## src/board_ctrl_pkg.sv

```systemverilog
// types and reset values for board control outputs, imported by the mapping and control blocks
`default_nettype none

package board_ctrl_pkg;

    // one bit per player, used for coin and start
    typedef logic [3:0] player_mask_t;

    // one enable per graphics layer
    typedef logic [3:0] gfx_mask_t;

    // all layers visible out of reset
    localparam gfx_mask_t gfx_reset_value = '1;

    // idle coin/start mask for the given input polarity
    function automatic player_mask_t player_idle(bit active_low);
        return {$bits(player_mask_t){active_low}};
    endfunction

endpackage

`default_nettype wire

```

## src/joy_pkg.sv

```systemverilog
// joystick word types and button bit placement, imported by the input path modules
`default_nettype none

package joy_pkg;

    // raw word as delivered by the board, 16 bits per player
    typedef logic [15:0] raw_joy_t;

    // word handed to the game core
    typedef logic [9:0] game_joy_t;

    // direction field: bit 0 right, 1 left, 2 down, 3 up
    typedef logic [3:0] dir_t;

    // number of joystick ports on the board
    localparam int num_players = 4;

    // buttons sit right above the four directions
    // and start, coin and pause follow the last button

    function automatic int start_bit_of(int n_buttons);
        return 4 + n_buttons;
    endfunction

    function automatic int coin_bit_of(int n_buttons);
        return 5 + n_buttons;
    endfunction

    function automatic int pause_bit_of(int n_buttons);
        return 6 + n_buttons;
    endfunction

endpackage

`default_nettype wire
```

## src/joy_bus_if.sv

```systemverilog
// registered joystick words shared by the filter, the port mapper and the board control
`default_nettype none

interface joy_bus_if import joy_pkg::*; ();

    // one word per player, player 1 at index 0
    // levels only, refreshed every clock
    raw_joy_t word [num_players];

    // filter stage drives the words
    modport src (
        output word
    );

    // mapping and control blocks only look
    modport sink (
        input word
    );

endinterface

`default_nettype wire

```

## src/arcade_input_top.sv

```systemverilog
// top level of the arcade input block, connecting filter, port mapper and board control
`default_nettype none

module arcade_input_top import joy_pkg::*, board_ctrl_pkg::*; #(
    parameter int buttons           = 2,
    parameter int inputs_active_low = 1
) (
    input  logic         clk_sys,
    input  logic         rst,
    // board joysticks
    input  raw_joy_t     board_joystick1,
    input  raw_joy_t     board_joystick2,
    input  raw_joy_t     board_joystick3,
    input  raw_joy_t     board_joystick4,
    // decoded keyboard
    input  game_joy_t    key_joy1,
    input  game_joy_t    key_joy2,
    input  game_joy_t    key_joy3,
    input  player_mask_t key_start,
    input  player_mask_t key_coin,
    input  logic         key_pause,
    input  logic         key_reset,
    input  logic         key_service,
    input  gfx_mask_t    key_gfx,
    // board settings
    input  logic         en4way,
    input  logic         rot_control,
    input  logic         flip,
    input  logic         osd_pause,
    input  logic         downloading,
    // game side
    output game_joy_t    game_joystick1,
    output game_joy_t    game_joystick2,
    output game_joy_t    game_joystick3,
    output game_joy_t    game_joystick4,
    output player_mask_t game_coin,
    output player_mask_t game_start,
    output logic         game_service,
    output logic         game_pause,
    output logic         soft_rst,
    output gfx_mask_t    gfx_en
);

    raw_joy_t board_joy [num_players];

    assign board_joy[0] = board_joystick1;
    assign board_joy[1] = board_joystick2;
    assign board_joy[2] = board_joystick3;
    assign board_joy[3] = board_joystick4;

    joy_bus_if u_bus ();

    joy_sync_filter u_sync (
        .clk_sys   (clk_sys),
        .rst       (rst),
        .en4way    (en4way),
        .board_joy (board_joy),
        .bus       (u_bus.src)
    );

    joy_port_map #(
        .buttons           (buttons),
        .inputs_active_low (inputs_active_low)
    ) u_map (
        .clk_sys        (clk_sys),
        .rst            (rst),
        .bus            (u_bus.sink),
        .key_joy1       (key_joy1),
        .key_joy2       (key_joy2),
        .key_joy3       (key_joy3),
        .key_start      (key_start),
        .key_coin       (key_coin),
        .key_service    (key_service),
        .rot_control    (rot_control),
        .flip           (flip),
        .game_joystick1 (game_joystick1),
        .game_joystick2 (game_joystick2),
        .game_joystick3 (game_joystick3),
        .game_joystick4 (game_joystick4),
        .game_coin      (game_coin),
        .game_start     (game_start),
        .game_service   (game_service)
    );

    board_control #(
        .buttons           (buttons),
        .inputs_active_low (inputs_active_low)
    ) u_ctrl (
        .clk_sys     (clk_sys),
        .rst         (rst),
        .bus         (u_bus.sink),
        .key_pause   (key_pause),
        .key_reset   (key_reset),
        .key_gfx     (key_gfx),
        .osd_pause   (osd_pause),
        .downloading (downloading),
        .game_pause  (game_pause),
        .soft_rst    (soft_rst),
        .gfx_en      (gfx_en)
    );

endmodule

`default_nettype wire

```

## src/board_control.sv

```systemverilog
// pause toggle, soft reset pulse and graphics layer enables driven by keys and the OSD
`default_nettype none

module board_control import joy_pkg::*, board_ctrl_pkg::*; #(
    parameter int buttons           = 2,
    parameter int inputs_active_low = 1
) (
    input  logic      clk_sys,
    input  logic      rst,
    joy_bus_if.sink   bus,
    input  logic      key_pause,
    input  logic      key_reset,
    input  gfx_mask_t key_gfx,
    input  logic      osd_pause,
    input  logic      downloading,
    output logic      game_pause,
    output logic      soft_rst,
    output gfx_mask_t gfx_en
);

    localparam int pause_bit = pause_bit_of(buttons);

    // the frame supports one to four buttons and a 0/1 polarity setting
    if (buttons < 1 || buttons > 4 ||
        (inputs_active_low != 0 && inputs_active_low != 1)) begin : g_param_check
        $error("board_control: unsupported buttons or inputs_active_low value");
    end

    logic      joy_pause;
    logic      pause_edge;
    logic      last_pause;
    logic      last_joy_pause;
    logic      last_osd_pause;
    logic      last_reset;
    gfx_mask_t last_gfx;

    // pause buttons on players 1 and 2 only
    assign joy_pause  = bus.word[0][pause_bit] | bus.word[1][pause_bit];
    assign pause_edge = (key_pause & ~last_pause) | (joy_pause & ~last_joy_pause);

    // previous levels for edge detection
    always_ff @(posedge clk_sys) begin
        last_pause     <= key_pause;
        last_joy_pause <= joy_pause;
        last_osd_pause <= osd_pause;
        last_reset     <= key_reset;
        last_gfx       <= key_gfx;
    end

    always_ff @(posedge clk_sys) begin
        if (rst) begin
            game_pause <= 1'b0;
            soft_rst   <= 1'b0;
            gfx_en     <= gfx_reset_value;
        end else begin
            soft_rst <= key_reset & ~last_reset;
            // each layer flips on its own key press
            gfx_en   <= gfx_en ^ (key_gfx & ~last_gfx);
            if (downloading) begin
                game_pause <= 1'b0;
            end else if (osd_pause != last_osd_pause) begin
                // OSD menu wins over the buttons
                game_pause <= osd_pause;
            end else if (pause_edge) begin
                game_pause <= ~game_pause;
            end
        end
    end

endmodule

`default_nettype wire

```

## src/joy_port_map.sv

```systemverilog
// builds the game joystick, coin, start and service inputs with rotation and polarity applied
`default_nettype none

module joy_port_map import joy_pkg::*, board_ctrl_pkg::*; #(
    parameter int buttons           = 2,
    parameter int inputs_active_low = 1
) (
    input  logic         clk_sys,
    input  logic         rst,
    joy_bus_if.sink      bus,
    input  game_joy_t    key_joy1,
    input  game_joy_t    key_joy2,
    input  game_joy_t    key_joy3,
    input  player_mask_t key_start,
    input  player_mask_t key_coin,
    input  logic         key_service,
    input  logic         rot_control,
    input  logic         flip,
    output game_joy_t    game_joystick1,
    output game_joy_t    game_joystick2,
    output game_joy_t    game_joystick3,
    output game_joy_t    game_joystick4,
    output player_mask_t game_coin,
    output player_mask_t game_start,
    output logic         game_service
);

    localparam int start_bit = start_bit_of(buttons);
    localparam int coin_bit  = coin_bit_of(buttons);

    // inversion patterns, also the idle value of each output
    localparam bit           invert   = (inputs_active_low != 0);
    localparam game_joy_t    joy_inv  = {$bits(game_joy_t){invert}};
    localparam player_mask_t mask_inv = player_idle(invert);

    // turn the direction field for rotated screens
    function automatic game_joy_t rotate_dirs(game_joy_t j, logic rot, logic flp);
        dir_t d;
        dir_t r;
        d = j[3:0];
        if (!rot) begin
            r = d;
        end else if (flp) begin
            // up<-left, down<-right, left<-down, right<-up
            r = {d[1], d[0], d[2], d[3]};
        end else begin
            // up<-right, down<-left, left<-up, right<-down
            r = {d[0], d[1], d[3], d[2]};
        end
        return {j[9:4], r};
    endfunction

    game_joy_t    merged [num_players];
    game_joy_t    mapped [num_players];
    player_mask_t joy_coin;
    player_mask_t joy_start;

    always_comb begin
        // keyboard players 1 to 3, player 4 has no key word
        merged[0] = bus.word[0][9:0] | key_joy1;
        merged[1] = bus.word[1][9:0] | key_joy2;
        merged[2] = bus.word[2][9:0] | key_joy3;
        merged[3] = bus.word[3][9:0];
        for (int p = 0; p < num_players; p++) begin
            mapped[p]    = rotate_dirs(merged[p], rot_control, flip) ^ joy_inv;
            joy_coin[p]  = bus.word[p][coin_bit];
            joy_start[p] = bus.word[p][start_bit];
        end
    end

    always_ff @(posedge clk_sys) begin
        if (rst) begin
            game_joystick1 <= joy_inv;
            game_joystick2 <= joy_inv;
            game_joystick3 <= joy_inv;
            game_joystick4 <= joy_inv;
            game_coin      <= mask_inv;
            game_start     <= mask_inv;
            game_service   <= invert;
        end else begin
            game_joystick1 <= mapped[0];
            game_joystick2 <= mapped[1];
            game_joystick3 <= mapped[2];
            game_joystick4 <= mapped[3];
            game_coin      <= (joy_coin | key_coin) ^ mask_inv;
            game_start     <= (joy_start | key_start) ^ mask_inv;
            game_service   <= key_service ^ invert;
        end
    end

endmodule

`default_nettype wire

```

## src/joy_sync_filter.sv

```systemverilog
// registers the board joystick words and optionally limits the directions to four-way movement
`default_nettype none

module joy_sync_filter import joy_pkg::*; (
    input  logic     clk_sys,
    input  logic     rst,
    input  logic     en4way,
    input  raw_joy_t board_joy [num_players],
    joy_bus_if.src   bus
);

    // last direction seen with at most one bit pressed
    dir_t held [num_players];
    // direction that goes onto the bus next cycle
    dir_t filt [num_players];
    // at most one direction pressed, per player
    logic [num_players-1:0] single;

    always_comb begin
        for (int p = 0; p < num_players; p++) begin
            single[p] = ($countones(board_joy[p][3:0]) <= 1);
            // diagonals repeat the last clean direction in four-way mode
            if (en4way && !single[p]) begin
                filt[p] = held[p];
            end else begin
                filt[p] = board_joy[p][3:0];
            end
        end
    end

    always_ff @(posedge clk_sys) begin
        if (rst) begin
            for (int p = 0; p < num_players; p++) begin
                bus.word[p] <= '0;
                held[p]     <= '0;
            end
        end else begin
            for (int p = 0; p < num_players; p++) begin
                // buttons, coin, start and pause pass straight through
                bus.word[p] <= {board_joy[p][15:4], filt[p]};
                if (single[p]) begin
                    held[p] <= board_joy[p][3:0];
                end
            end
        end
    end

endmodule

`default_nettype wire

```

## config.mk

```make
export PLATFORM = sky130hd
export DESIGN_NAME = arcade_input_top
export DESIGN_NICKNAME = d
export VERILOG_FILES = /design/src/board_ctrl_pkg.sv /design/src/joy_pkg.sv /design/src/joy_bus_if.sv /design/src/arcade_input_top.sv /design/src/board_control.sv /design/src/joy_port_map.sv /design/src/joy_sync_filter.sv
export SDC_FILE = /design/constraint.sdc
export NUM_CORES = 1
export LEC_CHECK = 0
export BUFFER_PORTS_ARGS = -buffer_cell sky130_fd_sc_hd__clkbuf_2
export CAP_MARGIN = 20
export CORE_ASPECT_RATIO = 2
export CORE_MARGIN = 5
export CORE_UTILIZATION = 30
export DETAILED_ROUTE_END_ITERATION = 6
export SYNTH_ARGS = -nofsm -noshare
export SYNTH_HDL_FRONTEND = slang
export SYNTH_HIERARCHICAL = 1
export SYNTH_SLANG_ARGS = --single-unit
```

## constraint.sdc

```tcl
create_clock -name clk_sys -period 2.3 [get_ports clk_sys]
set_clock_uncertainty 0.2 [all_clocks]
set_input_delay 0.115 -clock clk_sys [delete_from_list [all_inputs] [get_ports clk_sys]]
set_output_delay 0.115 -clock clk_sys [all_outputs]
set_load 0.01 [all_outputs]
```

After elaboration in Yosys (flattened, before gate mapping)
Memory sizes are Yosys's and may differ from the RTL's.
Index checks and enable logic that the tools add are counted.
{ "totals": {"register_bits": 103, "latch_bits": 0, "ramBits": 16, "rom_bits": 0, "input_bits": 116, "out_inout_bits": 55, "wordCells": 107, "n_memories": 1} }
{ "classes": {"add_sub_neg": 12, "n_mul": 0, "div_mod_pow": 0, "order_cmp": 4, "eq_ne": 1, "n_shift": 0, "muxes": 32, "bitwise_logic": 28, "reduce_logical": 10} }
{ "mem_list": {"columns": ["memory", "depth", "word_bits", "read_ports", "rd_clocked_by_memory_dff", "wr", "line", "rtl"], "rows": [
  ["u_sync.held", 4, 4, 4, 0, 4, "joy_sync_filter.sv:13", "dir_t held [num_players];"]
]} }
{ "ops": {"columns": ["cell", "n"], "rows": [
  ["adder 32 bit", 4],
  ["less-or-equal comparator 32 x 2 -> 1 bit (second input constant)", 4],
  ["2-to-1 mux 4 bit", 16],
  ["inverter 10 bit", 4],
  ["OR 10 bit", 3],
  ["adder 1 x 1 -> 2 bit", 8],
  ["2-to-1 mux 1 bit", 16],
  ["inverter 4 bit", 3],
  ["OR 4 bit", 2],
  ["OR 1 bit", 6],
  ["inverter 1 bit", 5],
  ["bitwise AND 4 bit", 1],
  ["logical AND 1 bit", 4],
  ["logical NOT 1 bit", 4],
  ["XOR 4 bit", 1],
  ["bitwise AND 1 bit", 3],
  ["nonzero test 2 bit", 1],
  ["OR reduction 2 bit", 1],
  ["inequality test 1 bit", 1]
]} }

Depth between registers and ports, before layout
{ "depth": {"word_depth": 7, "mapped_depth": 10, "mapped_depth_nobuf": 10} }

Hierarchy
The synthesis kept the hierarchy.
{ "by_module_without_submodules": {"columns": ["mod", "n_inst", "cells_each", "area_per_inst_um2", "seq_area_each_um2"], "rows": [
  ["joy_sync_filter", 1, 226, 2721.4, 1761.7],
  ["joy_port_map", 1, 154, 1726.7, 980.9],
  ["board_control", 1, 36, 446.7, 280.3]
]} }

Worst setup path after synthesis
Ideal clock, no wire load.
{ "synth_timing": {"path_kind": "input port to flip-flop", "from": "input board_joystick1[0]", "to": "memory u_sync/held[0][0] in the netlist's numbering (enable)", "arrival_time_ns": 1.737, "setup_slack_ns": 0.053, "cell_stages": 9, "path_buffers": 0, "path_cell_list": "inv_1 -> fa_1 -> inv_1 -> ha_1 -> inv_1 -> ha_1 -> nor2_1 -> a22oi_1 -> nand2b_1"} }
{ "synth_rtl": {"columns": ["item", "line", "rtl"], "rows": [
  ["from (decl)", "arcade_input_top.sv:11", "input raw_joy_t board_joystick1,"],
  ["to (decl)", "joy_sync_filter.sv:13", null]
]} }

==> results by stage <==
Outcome:
- The run finished with clean final reports.

Floorplan:
- The initial utilization of the core area, before any placement, comes to a little under a third.
- In this run the horizontal extent of the chip is ~94 um.
- The floorplan step defined a die boundary enclosing between 15000 and 20000 um^2.
- The vertical extent of the die is approximately 180 um.
- The number of core rows is between 60 and 70.
- The area inside the core boundary is around 14000 um^2.
- For this design the top-level I/O count stands at between 150 and 200.

GRT:
- Entering global routing, the biggest net connects 54 pins.
- The first global-routing pass estimated ~17000 um of wire.
- The overall global routing resource usage is 13.4%.
- For this run the aggregate overflow at the end of global routing stands at 0.
- The number of global-route vias before repair is 3871.
- The initial antenna violation count is 0.

Drt:
- Wires add up to ~11000 um.
- Dividing the detail-routed via count by the number of cells gives 4.37.
- The post-detailed-route count of antenna-violating nets is 0.
- The post-detailed-route wirelength per cell is 13.6 um.
- The detailed-router iteration count before antenna repair is 4.
- For this block, the via count after detailed routing is about 3600.
- The first routing iteration left ~160 violations.
- The residual DRC count is 0.

Cells and area:
- The post-route core utilization is roughly half.
- After filler insertion, the fill cell instance count of the layout stands at 1301.
- The fraction of final layout cells with drive strength greater than 1 is between 30% and 40%.
- The layout-stage area growth over the synthesis result is 58.4%.
- For this run, the post-layout net count is approximately 750.
- The total area of multi-input combinational cells is ~1600 um^2.
- Once layout is done, the placed cells without fillers occupy ~6800 um^2.
- The number of antenna diodes is 0.
- The area taken by flip-flops and latches is ~2500 um^2.

Clock network:
- Post-CTS timing repair inserted 0 buffers for setup.
- The number of levels the H-tree was split into is 4.
- The clock latency of the later-clocked register in the worst-skew pair is approximately 0.4 ns.
- The tree built by TritonCTS fans out to 119 sinks.
- After clock tree synthesis, the repair step resized 0 gates.
- The clock slew seen by the registers of the worst setup and hold paths is ~0.050 ns.
- The clock passes through at most 2 buffers.
- Counting the buffers created by CTS gives 17.
- The clock tree root driver cell is sky130_fd_sc_hd__clkbuf_16.
- TritonCTS built the clock tree.
- In this run, post-CTS hold repair placed 99 buffers.

Setup path:
- The worst-case register-to-register setup slack is between 0.5 and 0.6 ns.
- The critical path launch point type is a primary input.
- The kind of critical path is primary input to flop.
- For the worst setup path, the data required time is about 2.2 ns.
- In this run the worst path has a maximum fanout of 4.
- The kind of end point of the critical path is a flop.
- The data arrival time of the worst path is approximately 2.0 ns.

Yosys:
- The number of nets produced by synthesis is 492.
- Counting every instance in the synthesized netlist gives about 370.
- During synthesis, Yosys emitted a total of 6 warnings.
- The area of the mapped netlist is about 4300 um^2.
- The mean cell area of the mapped netlist is around 12 um^2.

STA:
- Setup violations remaining at the end of the flow were counted as 0.
- The worst path setup slack after routing is 0.219 ns.
- The final critical-path required period is about 2.1 ns.
- The count of pins over their slew limit was 0.
- The final-report hold violation count is 0.
- On the final layout, the worst hold slack is between 0.06 and 0.07 ns.
- Based on the critical path, the design can be clocked at up to approximately 480 MHz.
- The worst-margin pin slew is around 0.57 ns.
- The remaining max-slew budget at the tightest pin is about 62%.
- Setup repair after global routing left no endpoint under its margin.
- The final critical path takes up 90.5% of the cycle.

Placement:
- Buffers placed on the I/O ports in this run total between 100 and 150.
- The global placement routability congestion is roughly 0.80.
- The post-place setup slack is -0.192 ns.
- Detailed placement ended at an HPWL of roughly 7700 um.
- The instance area after placement is around 5200 um^2.

Power:
- The analysis attributes to cell leakage a power of roughly 3 nW.
- After layout, the design draws a total of 5.45 mW.
- IR analysis of the VDD net gives a maximum drop of 509 uV.
- Power spread over the standard cell area amounts to 807 nW/um^2.

Job:
- Max-cap violations in this run came to 0.

Hold path:
- The path class of the tightest hold or removal check is primary input to flop.
cells in the final DEF, fill, tap and decap left out, types with 5 or more instances in the layout:
cell type / n
sky130_fd_sc_hd__nor2b_1: 29
sky130_fd_sc_hd__clkbuf_2: 145
sky130_fd_sc_hd__nor4b_1: 12
sky130_fd_sc_hd__nor3_1: 24
sky130_fd_sc_hd__buf_4: 11
sky130_fd_sc_hd__dlygate4sd3_1: 99
sky130_fd_sc_hd__clkbuf_16: 17
sky130_fd_sc_hd__o21bai_1: 26
sky130_fd_sc_hd__nor3b_1: 5
sky130_fd_sc_hd__inv_1: 15
sky130_fd_sc_hd__nor2_1: 34
sky130_fd_sc_hd__nand2b_1: 18
sky130_fd_sc_hd__edfxtp_1: 16
sky130_fd_sc_hd__a2111o_1: 12
sky130_fd_sc_hd__dfxtp_1: 103
sky130_fd_sc_hd__mux2i_1: 20
critical path, cell delays in order:
cell and delay (ns):
sky130_fd_sc_hd__clkbuf_2 0.09, sky130_fd_sc_hd__inv_1 0.06, sky130_fd_sc_hd__fa_1 0.53, sky130_fd_sc_hd__inv_1 0.05
sky130_fd_sc_hd__ha_1 0.19, sky130_fd_sc_hd__inv_1 0.08, sky130_fd_sc_hd__ha_1 0.23, sky130_fd_sc_hd__nor2_1 0.26
sky130_fd_sc_hd__a22oi_1 0.19, sky130_fd_sc_hd__nand2b_1 0.20
final cells by class:
type                       count  area share (%)
sequential                   119            37.7
timing repair buffer         255            26.6
multi-input combinational    213            23.2
clock buffer                  19            6.71
tap                          189            3.50
clock inverter                13            1.43
inverter                      16           0.889
sequential cells by signal (all words and copies together) (netlist names):
| signal | flops |
|---|---|
| u_map/game_coin | 4 |
| u_map/game_joystick1 | 10 |
| u_map/game_service | 1 |
| u_map/game_joystick3 | 10 |
| u_ctrl/last_reset | 1 |
| u_ctrl/game_pause | 1 |
| u_ctrl/last_joy_pause | 1 |
| u_map/game_joystick4 | 10 |
| u_sync/held | 16 |
| u_ctrl/last_gfx | 4 |
| u_ctrl/soft_rst | 1 |
| u_ctrl/gfx_en | 4 |
| u_sync/bus.word | 40 |
| u_map/game_joystick2 | 10 |
| u_map/game_start | 4 |
| u_ctrl/last_osd_pause | 1 |
| u_ctrl/last_pause | 1 |
through the flow:
stage	TNS (ns)	cells
final	0	824
after global routing	0	824
after CTS	0	824
after detailed placement	-1.84	693
after global placement	-0.700	693
after floorplan	0	368
metal layers:
layer | vias to the layer above | routed length [um] | GRT usage (%)
met1 | 1658 | 4280 | 13.3
met4 | 0 | 344 | 7.84
met2 | 129 | 6030 | 24.8
met3 | 26 | 581 | 3.00
met5 | - | 0 | 0
li1 | 1785 | - | -
report_power, final:
group          internal, mW  switching [mW]
clock network          1.44           0.967
registers              2.28          0.0650
logic                 0.379           0.316
worst paths after layout:
kind | cells after the start | start | endpoint
min | 5 | en4way | u_sync/bus.word[50]
max reg2reg | 3 | u_sync/bus.word[48] | u_map/game_joystick1[3]
min reg2reg | 1 | u_sync/bus.word[4] | u_map/game_joystick4[4]
max | 10 | board_joystick1[0] | u_sync/held[0][2]
Note: power is estimated with default switching activity, not from simulation.
